### src/sparse_chunk_settings.svh
`ifndef SPARSE_CHUNK_SETTINGS_SVH
`define SPARSE_CHUNK_SETTINGS_SVH

////////////////////////////////////////
// Chunk geometry
////////////////////////////////////////

// Dense byte positions per chunk
`define MEM_SIZE 64
// Positions delivered per write beat
`define BUS_SIZE 8
// Sparsemap bits handled per scan word
`define PREFIX_SUM_SIZE 16

////////////////////////////////////////
// Derived counts and index widths
////////////////////////////////////////

`define WR_CYC_NUM (`MEM_SIZE / `BUS_SIZE)
`define SMAP_WORD_NUM (`MEM_SIZE / `PREFIX_SUM_SIZE)

`define POS_W ($clog2(`MEM_SIZE))
`define WR_CNT_W ($clog2(`WR_CYC_NUM))
`define SMAP_ADDR_W ($clog2(`SMAP_WORD_NUM))
`define MATCH_W ($clog2(`PREFIX_SUM_SIZE))

`endif

### src/sparse_chunk_pkg.sv
`default_nettype none
`include "sparse_chunk_settings.svh"

package sparse_chunk_pkg;

	// One write beat, nonzero bytes packed into the low lanes
	typedef struct packed {
		logic [`BUS_SIZE-1:0]      sparsemap;
		logic [`BUS_SIZE-1:0][7:0] nonzero_data;
		logic [`WR_CNT_W-1:0]      word_count;
	} chunk_wr_t;

	// One element of the compressed read stream
	typedef struct packed {
		logic [`POS_W-1:0] pos;
		logic [7:0]        data;
	} nz_elem_t;

	// Sparsemap scanner states
	typedef enum logic [1:0] {
		SCAN_IDLE,
		SCAN_LOAD,
		SCAN_EMIT,
		SCAN_DONE
	} scan_state_e;

endpackage

`default_nettype wire

### src/nz_scan.sv
`timescale 1ns/1ps
`default_nettype none
`include "sparse_chunk_settings.svh"

module nz_scan
	import sparse_chunk_pkg::*;
(
	 input  wire logic                         clk_i
	,input  wire logic                         arst_n_i
	,input  wire logic                         chunk_start_i
	,input  wire logic [`PREFIX_SUM_SIZE-1:0]  sparsemap_i
	,output logic      [`SMAP_ADDR_W-1:0]      smap_addr_o
	,output logic      [`MATCH_W-1:0]          match_addr_o
	,output logic                              match_valid_o
	,output logic                              word_end_o
	,output logic                              done_o
);

	localparam int SMAP_W  = `PREFIX_SUM_SIZE;
	localparam int ADDR_W  = `SMAP_ADDR_W;
	localparam int MATCH_W = `MATCH_W;
	localparam logic [ADDR_W-1:0] LAST_WORD = ADDR_W'(`SMAP_WORD_NUM - 1);

	scan_state_e state_q;
	scan_state_e state_d;

	logic [ADDR_W-1:0] word_q;
	// Working copy with already issued bits cleared
	logic [SMAP_W-1:0] work_q;
	// Word just advanced, copy not loaded yet
	logic              fresh_q;

	logic [SMAP_W-1:0] cur_word;
	logic [SMAP_W-1:0] rest_word;
	logic              last_word;

	assign cur_word    = fresh_q ? sparsemap_i : work_q;
	// Lowest set bit removed
	assign rest_word   = cur_word & (cur_word - SMAP_W'(1));
	assign last_word   = (word_q == LAST_WORD);
	assign smap_addr_o = word_q;

	// Priority encoder, lowest set bit wins
	always_comb begin
		match_addr_o = '0;
		for (int i = SMAP_W - 1; i >= 0; i--) begin
			if (cur_word[i]) begin
				match_addr_o = MATCH_W'(i);
			end
		end
	end

	////////////////////////////////////////
	// FSM
	////////////////////////////////////////

	always_comb begin
		state_d       = state_q;
		match_valid_o = 1'b0;
		word_end_o    = 1'b0;
		done_o        = 1'b0;
		case (state_q)
			SCAN_IDLE: begin
				if (chunk_start_i) begin
					state_d = SCAN_LOAD;
				end
			end
			SCAN_LOAD: begin
				state_d = SCAN_EMIT;
			end
			SCAN_EMIT: begin
				match_valid_o = |cur_word;
				// Also true for an empty word, which takes one cycle
				word_end_o    = (rest_word == '0);
				if (word_end_o && last_word) begin
					state_d = SCAN_DONE;
				end
			end
			SCAN_DONE: begin
				done_o  = 1'b1;
				state_d = SCAN_IDLE;
			end
			default: begin
				state_d = SCAN_IDLE;
			end
		endcase
	end

	always_ff @(posedge clk_i or negedge arst_n_i) begin
		if (!arst_n_i) begin
			state_q <= SCAN_IDLE;
			word_q  <= '0;
			work_q  <= '0;
			fresh_q <= 1'b0;
		end else begin
			state_q <= state_d;
			case (state_q)
				SCAN_LOAD: begin
					work_q  <= sparsemap_i;
					fresh_q <= 1'b0;
				end
				SCAN_EMIT: begin
					work_q  <= rest_word;
					fresh_q <= 1'b0;
					// Next word is taken straight from the bank
					if (word_end_o && !last_word) begin
						word_q  <= word_q + ADDR_W'(1);
						fresh_q <= 1'b1;
					end
				end
				SCAN_DONE: begin
					word_q <= '0;
				end
				default: begin
				end
			endcase
		end
	end

endmodule

`default_nettype wire

### config.mk
export PLATFORM = sky130hd
export DESIGN_NAME = nz_scan
export DESIGN_NICKNAME = d
export VERILOG_FILES = /design/src/sparse_chunk_pkg.sv /design/src/nz_scan.sv
export VERILOG_INCLUDE_DIRS = /design/src
export SDC_FILE = /design/constraint.sdc
export NUM_CORES = 1
export LEC_CHECK = 0
export BUFFER_PORTS_ARGS = -buffer_cell sky130_fd_sc_hd__buf_4
export CORE_ASPECT_RATIO = 0.8
export CORE_MARGIN = 1
export CORE_UTILIZATION = 40
export CTS_CLUSTER_SIZE = 12
export DETAILED_ROUTE_END_ITERATION = 8
export GPL_TIMING_DRIVEN = 0
export PLACE_DENSITY = 0.66
export SKIP_CTS_REPAIR_TIMING = 1
export SYNTH_ARGS = -nofsm -noshare
export SYNTH_HDL_FRONTEND = slang
export SYNTH_SLANG_ARGS = --single-unit
### constraint.sdc
create_clock -name clk_i -period 4.75 [get_ports clk_i]
set_clock_uncertainty 0.2 [all_clocks]
set_input_delay 0.475 -clock clk_i [delete_from_list [all_inputs] [get_ports clk_i]]
set_output_delay 0.475 -clock clk_i [all_outputs]
set_load 0.02 [all_outputs]
==> qor.txt, run 1 <==
Final global-route overflow total: 0
Post-Synth Adder-Cell Area: 2.71%
Clock slew at reported path FFs: 80 ps
Met3 Resource Use GR: 4.09%
Final Cycle Share: 90.1%
Count of clock tree sinks: 21
Growth of design area from synthesis to finish: 17.8%
Final count of negative-setup-slack endpoints: 0
Synth Cell Area: 1850 um^2
Register-to-Register Path Depth: 9
Final hold vios: 0
Critical path origin: fresh_q
Launch instance of the worst register-to-register path: fresh_q
Number of detailed-route iterations in the first pass: 4
Share of synthesized cell area in and, or, nand and nor gates: 21.9%
TritonCTS clock tree: done
Worst-margin pin slew: 1000 ps
Top post-synthesis cells by area: dfrtp_1, o21ai_0, a32o_1
Remaining max-slew budget at the tightest pin: 33.1%
Type of the worst setup path: flip-flop to output pin
Fraction of layout cells with a size suffix above 1: 17.2%
Startpoint types: flip-flop
Clk root buf: clkbuf_8
Routability cong.: 0.959
Largest net degree at the start of global routing: 22
Site row count: 21
Net count of the finished layout: 285
Core region area: 4310 um^2
Most numerous cell in the Yosys netlist: o21ai_0
Warnings, synthesis: 0
Largest family of logic cells by synthesized area: compound AO/OA/AOI/OAI gates
Maximum resistive drop on vdd: 341 uV
Setup TNS: 0 ps
Number of buffers inserted during clock tree synthesis: 3
Timing-limited maximum frequency: 234 MHz
XOR/XNOR Fraction of Synth Area: 0%
Via count of the first global-routing pass: 1,830
Routed Antenna Nets: 0
Area enclosed by the die boundary: 4900 um^2
Areal power density over the cells: 664 nW/um^2
Maximum net fanout on the critical path: 10
Flip-flop and latch count after synthesis: 21
Post-synth top area cell: dfrtp_1
Routed length per placed instance: 17.7 um
Fraction of power consumed by the clock network: 8.6%
Gr usage total: 24.4%
Cell with the biggest individual delay on the critical path: dfrtp_1
Via count: 2,026
Cell internal pwr: 713 uW
H-Tree Level Count: 1
Leakage: 0.873 nW
Mean number of vias per cell: 6.37
WP buf/inv: 5
Clock network latency to the later pin of the worst-skew pair: 270 ps
Global routing usage on met1: 37.2%
Number of cells on the critical path: 12
WP data arrival: 3600 ps
Count of flip-flops with a built-in enable after synthesis: 0
Last element of the critical path: match_addr_o[0]
Area share of the largest cell type after synthesis: 28.4%
Die X: 78.0 um
P_sw: 734 uW
Clock buffer depth: 2
Met2 capacity usage during global routing: 37.2%
WP data required: 4070 ps
Syn Inst Count: 229
Terminus of the critical flop-to-flop path: smap_addr_o[0]
Switching power as a share of total power: 50.7%
Ant diodes: 0
Async set-reset flop share out of synthesis: 100%
Reported max-cap violation count: 0
Critical path's largest stage delay: 430 ps
Unrepaired setup endpoints after global routing: no
Dominant synthesized flop cell: dfrtp_1
Number of buffers inserted by port buffering: 27
Pins over their slew limit: 0
GRT Max-Usage Layer: met1
Critical path cell sequence: buf_2 > clkbuf_1 > buf_1 > clkbuf_1 > nand3b_1 > a31oi_1 > o211ai_1 > a31oi_1 > nor2_1 > o211ai_1 > o2111a_1 > buf_4
Run status: finished, final reports clean
Proportion of power drawn by combinational gates: 67.9%
CP top delay family: buffers and inverters
Number of distinct standard cells referenced by the synthesized netlist: 52
First-pass GRT wire length: 9430 um
Initial Util: 42.9%
Initial DRC count: 164
Worst Setup End Kind: output pin
Compound-cell area share of the yosys netlist: 34.5%
Post-layout min period: 4280 ps
Ports: 28
Top cells by instance count after synthesis: o21ai_0, dfrtp_1, nand2_1
Total half-perimeter wirelength after legalization and detailed placement: 4110 um
Hold Crit Class: input pin to flip-flop
Flop-to-flop setup slack: 1060 ps
Total nets after synthesis: 252
Post-synthesis mux area share: 6.91%
Overall routed net length: 5630 um
Min Hold Slack: 274 ps
Initial antenna violation count: 0
Y dimension of the die: 62.8 um
Fraction of the yosys area taken by sequential cells: 28.4%
Part of the power in registers: 23.5%
Avg Inst Size Synth: 8.07 um^2
Drt drc: 0
worst reg2reg max path: stages, from the launching register on:
cell,delay (ps)
dfrtp_1,430
buf_2,250
clkbuf_1,400
buf_1,540
mux2i_1,390
o22ai_1,140
a2111o_1,470
nor4b_2,520
a211oi_1,90
a21o_1,170
area by class of cell:
class | instances | area (um^2)
inverter | 14 | 52.6
multi-input combinational | 181 | 1220
clock buffer | 4 | 45.0
timing repair buffer | 28 | 213
fill | 449 | 2130
sequential | 21 | 526
buffer | 13 | 50.0
tap | 57 | 71.3
worst min path at each step:
stage | slack (ps) | endpoint | startpoint | cells past startpoint
floorplan | -20 | fresh_q | arst_n_i | 0
global placement | 190 | work_q[4] | arst_n_i | 1
detailed placement | 190 | work_q[4] | arst_n_i | 1
CTS | -100 | work_q[8] | arst_n_i | 1
global route | 280 | work_q[12] | sparsemap_i[12] | 2
finish | 270 | work_q[13] | sparsemap_i[13] | 2
cells by family (layout without fill, tap and decap cells):
| group | Yosys count | after routing |
|---|---|---|
| compound gates | 91 | 91 |
| flops | 21 | 21 |
| fa+ha+maj | 4 | 4 |
| simple gates | 74 | 74 |
| mux | 12 | 12 |
| buf+inv | 27 | 59 |
through the flow:
stage	power, mW	cells	worst slack [ps]	utilization (%)	instance area [um^2]
2_1_floorplan	1.02	229	1180	-	1850
3_3_place_gp	1.30	313	839	49.2	2120
3_5_place_dp	1.31	313	845	49.2	2120
4_1_cts	1.44	317	533	50.3	2170
5_1_grt	1.57	318	142	50.5	2180
6_report	1.45	318	470	50.5	2180
power groups by stage:
stage	clock [mW]	sequential [mW]	combinational, mW
after global routing	0.136	0.347	1.09
after global placement	0	0.340	0.960
after detailed placement	0	0.340	0.967
final	0.125	0.340	0.982
after CTS	0.129	0.336	0.972
after floorplan	0	0.318	0.705
layer usage:
layer  up-vias  wire length [um]
met5         -                 0
met4         0                46
met3         4               462
met2        87              2400
met1       979              2720
li1        956                 -
registers in the layout, indices dropped and copies added, names as in the netlist:
signal,count
fresh_q,1
smap_addr_o,2
state_q,2
work_q,16
layout by cell type (no fill, tap or decap), types with 5 or more instances in the layout:
cell type,instances
buf_4,27
dfrtp_1,21
inv_1,14
nor2_1,15
mux2i_1,6
a32o_1,13
clkbuf_1,10
a31oi_1,5
nand2_1,21
or3_1,6
mux2_2,6
o21ai_0,33
a21oi_1,9
(Power assumes the default switching activity.)
==> run 2: changes to the inputs <==
PLACE_DENSITY = 0.69   (was 0.66)
clock period = 3.5 ns   (was 4.75 ns; I/O delays follow)
==> qor.txt, run 2 (synthesis results as in run 1) <==
Run status: finished, final reports clean
WP data required: 2950 ps
Total half-perimeter wirelength after legalization and detailed placement: 4120 um
Unrepaired setup endpoints after global routing: no
Register-to-Register Path Depth: 9
Mean number of vias per cell: 6.41
Y dimension of the die: 62.8 um
Most frequent cells in the layout: buf_4, o21ai_0, nand2_1
Critical path's largest stage delay: 760 ps
Net count of the finished layout: 290
Overall routed net length: 5810 um
Clock slew at reported path FFs: 80 ps
Site row count: 21
Timing-limited maximum frequency: 292 MHz
Number of buffers inserted during clock tree synthesis: 3
CP top delay family: compound AO/OA/AOI/OAI gates
Reported max-cap violation count: 0
Maximum resistive drop on vdd: 412 uV
Final hold vios: 0
Post-route design area: 2280 um^2
Die X: 78.0 um
Routed Antenna Nets: 0
Areal power density over the cells: 896 nW/um^2
Filler cell count: 416
Gr usage total: 24.8%
Placed Cells: 313
Worst hold path startpoint: sparsemap_i[12]
Ant diodes: 0
Launch instance of the worst register-to-register path: fresh_q
Ports: 28
Leakage: 0.922 nW
Remaining max-slew budget at the tightest pin: 48.7%
WP buf/inv: 3
Pins over their slew limit: 0
Cell with the biggest individual delay on the critical path: o41ai_1
Core region area: 4310 um^2
Critical path cell sequence: buf_4 > inv_1 > o41ai_1 > nand4_1 > a2111o_1 > nor4_1 > buf_4
Fraction of layout cells with a size suffix above 1: 22.6%
Flop-to-flop setup slack: 150 ps
Most common library cell in the layout ignoring fill and taps: buf_4
TritonCTS clock tree: done
Type of the worst setup path: flip-flop to output pin
Hold Crit Class: input pin to flip-flop
Number of detailed-route iterations in the first pass: 5
Max reg flops: 16
Area enclosed by the die boundary: 4900 um^2
Cell seen most often among critical-path stages: buf_4
Startpoint types: flip-flop
Initial DRC count: 284
Worst Setup End Kind: output pin
Routability cong.: 0.948
Terminus of the critical flop-to-flop path: state_q[1]
WP data arrival: 2880 ps
H-Tree Level Count: 1
Initial Util: 42.9%
Final Non-Filler Cells: 323
First-pass GRT wire length: 9570 um
Maximum net fanout on the critical path: 10
Final Cycle Share: 98.0%
Initial antenna violation count: 0
Largest net degree at the start of global routing: 22
Via count: 2,071
Post-layout min period: 3430 ps
Count of cells along the worst hold path: 2
Final count of negative-setup-slack endpoints: 0
Routed length per placed instance: 18.0 um
Clk root buf: clkbuf_8
Via count of the first global-routing pass: 1,899
Drt drc: 0
Count of clock tree sinks: 21
WHS Endpoint: work_q[12]
Area after DPL: 2120 um^2
Growth of design area from synthesis to finish: 23.3%
Worst-margin pin slew: 759 ps
Core Util, Final: 52.9%
Clock buffer depth: 2
Number of buffers inserted by port buffering: 27
Clock network latency to the later pin of the worst-skew pair: 270 ps
Final global-route overflow total: 0
Top reg by flops: work_q
Setup TNS: 0 ps
==> run 2: cell types whose count changed in the layout (fill, tap and decap cells not counted), moves of 2 or more <==
| cell | delta |
|---|---|
| clkbuf_1 | -2 |
| buf_1 | -2 |
| buf_4 | +8 |
| a31oi_1 | -2 |
==> run 2: worst reg2reg max path, delay by kind of cell (launching register included) <==
family                 cells  cell delay [ps]
AOI/OAI and AO/OA          5             1970
buffers and inverters      3              480
DFF                        1              400
and+or+nand+nor            1              190
==> run 2: worst max-delay path by stage <==
stage	startpoint	to	slack (ps)	cells after the start
after detailed placement	fresh_q	match_addr_o[0]	-340	12
after CTS	fresh_q	match_addr_o[0]	-650	12
final	fresh_q	word_end_o	70	7
after global placement	fresh_q	match_addr_o[0]	-320	12
after global routing	fresh_q	word_end_o	5	7
after floorplan	fresh_q	word_end_o	140	5
==> run 2: where the power goes <==
| part | switching (mW) | total, mW | internal, mW | leakage [nW] |
|---|---|---|---|---|
| Sequential | 0.108 | 0.463 | 0.356 | 0.262 |
| Clock | 0.0876 | 0.169 | 0.0815 | 0.0228 |
| Combinational | 0.836 | 1.41 | 0.572 | 0.638 |
| Total | 1.03 | 2.04 | 1.01 | 0.922 |
==> run 2: per-stage QoR <==
stage               hold WS (ps)  total power [mW]  worst slack (ps)
CTS                         -234              1.94              -649
finish                       144              2.04              70.4
global placement            57.7              1.75              -324
global route                 138              2.21              4.85
floorplan                   -146              1.39               141
detailed placement          61.1              1.76              -344
==> run 2: layer usage <==
| metal | track usage [%] | vias to the layer above | routed length, um |
|---|---|---|---|
| met4 | 7.87 | 0 | 81 |
| met5 | 0 | - | 0 |
| li1 | - | 963 | - |
| met1 | 37.4 | 973 | 2690 |
| met3 | 4.82 | 15 | 583 |
| met2 | 35.1 | 120 | 2450 |
==> run 2: area by class of cell <==
type / count / area [um^2] / area share (%)
timing repair buffer: 33 / 250 / 11.0
clock buffer: 4 / 45.0 / 1.98
buffer: 13 / 65.1 / 2.86
tap: 57 / 71.3 / 3.13
sequential: 21 / 527 / 23.1
inverter: 14 / 52.6 / 2.31
multi-input combinational: 181 / 1270 / 55.6
==> run 3: changes to the inputs <==
RECOVER_POWER = 100   (was unset)
==> qor.txt, run 3 (synthesis results as in run 1) <==
Hold Crit Class: input pin to flip-flop
P_sw: 1.04 mW
Cell with the biggest individual delay on the critical path: o41ai_1
Maximum net fanout on the critical path: 10
Overall routed net length: 5840 um
Site row count: 21
Max reg flops: 16
Gr usage total: 24.8%
Core Util, Final: 52.5%
First-pass GRT wire length: 9570 um
Fraction of power consumed by the clock network: 8.3%
Routed length per placed instance: 18.1 um
Number of buffers inserted by port buffering: 27
Final hold vios: 0
Remaining max-slew budget at the tightest pin: 19.3%
Die X: 78.0 um
Multi-input gate area: 1270 um^2
Final global-route overflow total: 0
WP buf/inv: 3
Initial antenna violation count: 0
Final count of negative-setup-slack endpoints: 0
Number of detailed-route iterations in the first pass: 7
CP top delay family: compound AO/OA/AOI/OAI gates
Unrepaired setup endpoints after global routing: no
Leakage: 0.906 nW
Type of the worst setup path: flip-flop to output pin
GRT Max-Usage Layer: met1
Clock network latency to the later pin of the worst-skew pair: 270 ps
Met2 capacity usage during global routing: 35.1%
Count of clock tree sinks: 21
Pins over their slew limit: 0
Ports: 28
Met3 Resource Use GR: 4.82%
Clock slew at reported path FFs: 80 ps
Most frequent cells in the layout: o21ai_0, buf_4, nand2_1
Routability cong.: 0.948
WP data required: 2950 ps
Startpoint types: flip-flop
Part of the power in registers: 22.6%
Areal power density over the cells: 903 nW/um^2
Maximum resistive drop on vdd: 417 uV
Fraction of layout cells with a size suffix above 1: 21.1%
Growth of design area from synthesis to finish: 22.5%
Cell seen most often among critical-path stages: buf_4
Cell internal pwr: 1.00 mW
Min Hold Slack: 144 ps
TritonCTS clock tree: done
Reported max-cap violation count: 0
Largest net degree at the start of global routing: 22
Critical path cell sequence: buf_4 > inv_1 > o41ai_1 > nand4_1 > a2111o_1 > nor4_1 > buf_4
Global routing usage on met1: 37.4%
Initial DRC count: 243
Most common library cell in the layout ignoring fill and taps: o21ai_0
Routed Antenna Nets: 0
Drt drc: 0
Clk root buf: clkbuf_8
Total half-perimeter wirelength after legalization and detailed placement: 4120 um
Clock buffer depth: 2
Final total power: 2.04 mW
Number of cells on the critical path: 7
Via count of the first global-routing pass: 1,899
WP data arrival: 2900 ps
Via count: 2,087
Ant diodes: 0
Net count of the finished layout: 290
Worst-margin pin slew: 1210 ps
Worst Setup End Kind: output pin
Number of buffers inserted during clock tree synthesis: 3
Initial Util: 42.9%
Register Area: 527 um^2
H-Tree Level Count: 1
Final Cycle Share: 98.5%
Post-layout min period: 3450 ps
Switching power as a share of total power: 50.9%
Critical path's largest stage delay: 770 ps
Run status: finished, final reports clean
Core region area: 4310 um^2
Register-to-Register Path Depth: 9
Y dimension of the die: 62.8 um
Count of cells along the worst hold path: 2
Proportion of power drawn by combinational gates: 69.1%
Timing-limited maximum frequency: 290 MHz
Filler cell count: 420
Mean number of vias per cell: 6.46
Area enclosed by the die boundary: 4900 um^2
Top reg by flops: work_q
run 3: power by group through the flow:
stage                     Clock [mW]  Combinational (mW)  Sequential [mW]
after detailed placement           0                1.30            0.460
after global placement             0                1.29            0.461
after floorplan                    0               0.957            0.431
after global routing           0.185                1.54            0.479
final                          0.169                1.41            0.462
after CTS                      0.174                1.31            0.455
run 3: cell type report:
type | count | area share, %
inverters | 14 | 2.32
plain buffers | 13 | 2.87
repair buffers | 33 | 10.4
clock buffers | 4 | 1.99
well taps | 57 | 3.15
multi-input cells | 181 | 56.0
flip-flops and latches | 21 | 23.3
run 3: through the flow:
| stage | instances | worst slack [ps] | area, um^2 | TNS, ps |
|---|---|---|---|---|
| global placement | 313 | -324 | 2120 | -1210 |
| global route | 323 | 4.85 | 2260 | 0 |
| CTS | 317 | -649 | 2170 | -1990 |
| detailed placement | 313 | -344 | 2120 | -1200 |
| floorplan | 229 | 141 | 1850 | 0 |
| finish | 323 | 53.7 | 2260 | 0 |
run 3: path summary, 6_finish.rpt:
kind	endpoint	start	slack, ps
min	work_q[12]	sparsemap_i[12]	140
max	word_end_o	fresh_q	50
min in group asynchronous	work_q[5]	arst_n_i	650
max in group asynchronous	fresh_q	arst_n_i	1650
max reg2reg	state_q[1]	fresh_q	130
min reg2reg	work_q[10]	work_q[10]	310
run 3: routing by layer:
| layer | routed length (um) | up-vias |
|---|---|---|
| li1 | - | 963 |
| met1 | 2600 | 973 |
| met2 | 2460 | 138 |
| met3 | 718 | 13 |
| met4 | 59 | 0 |
| met5 | 0 | - |
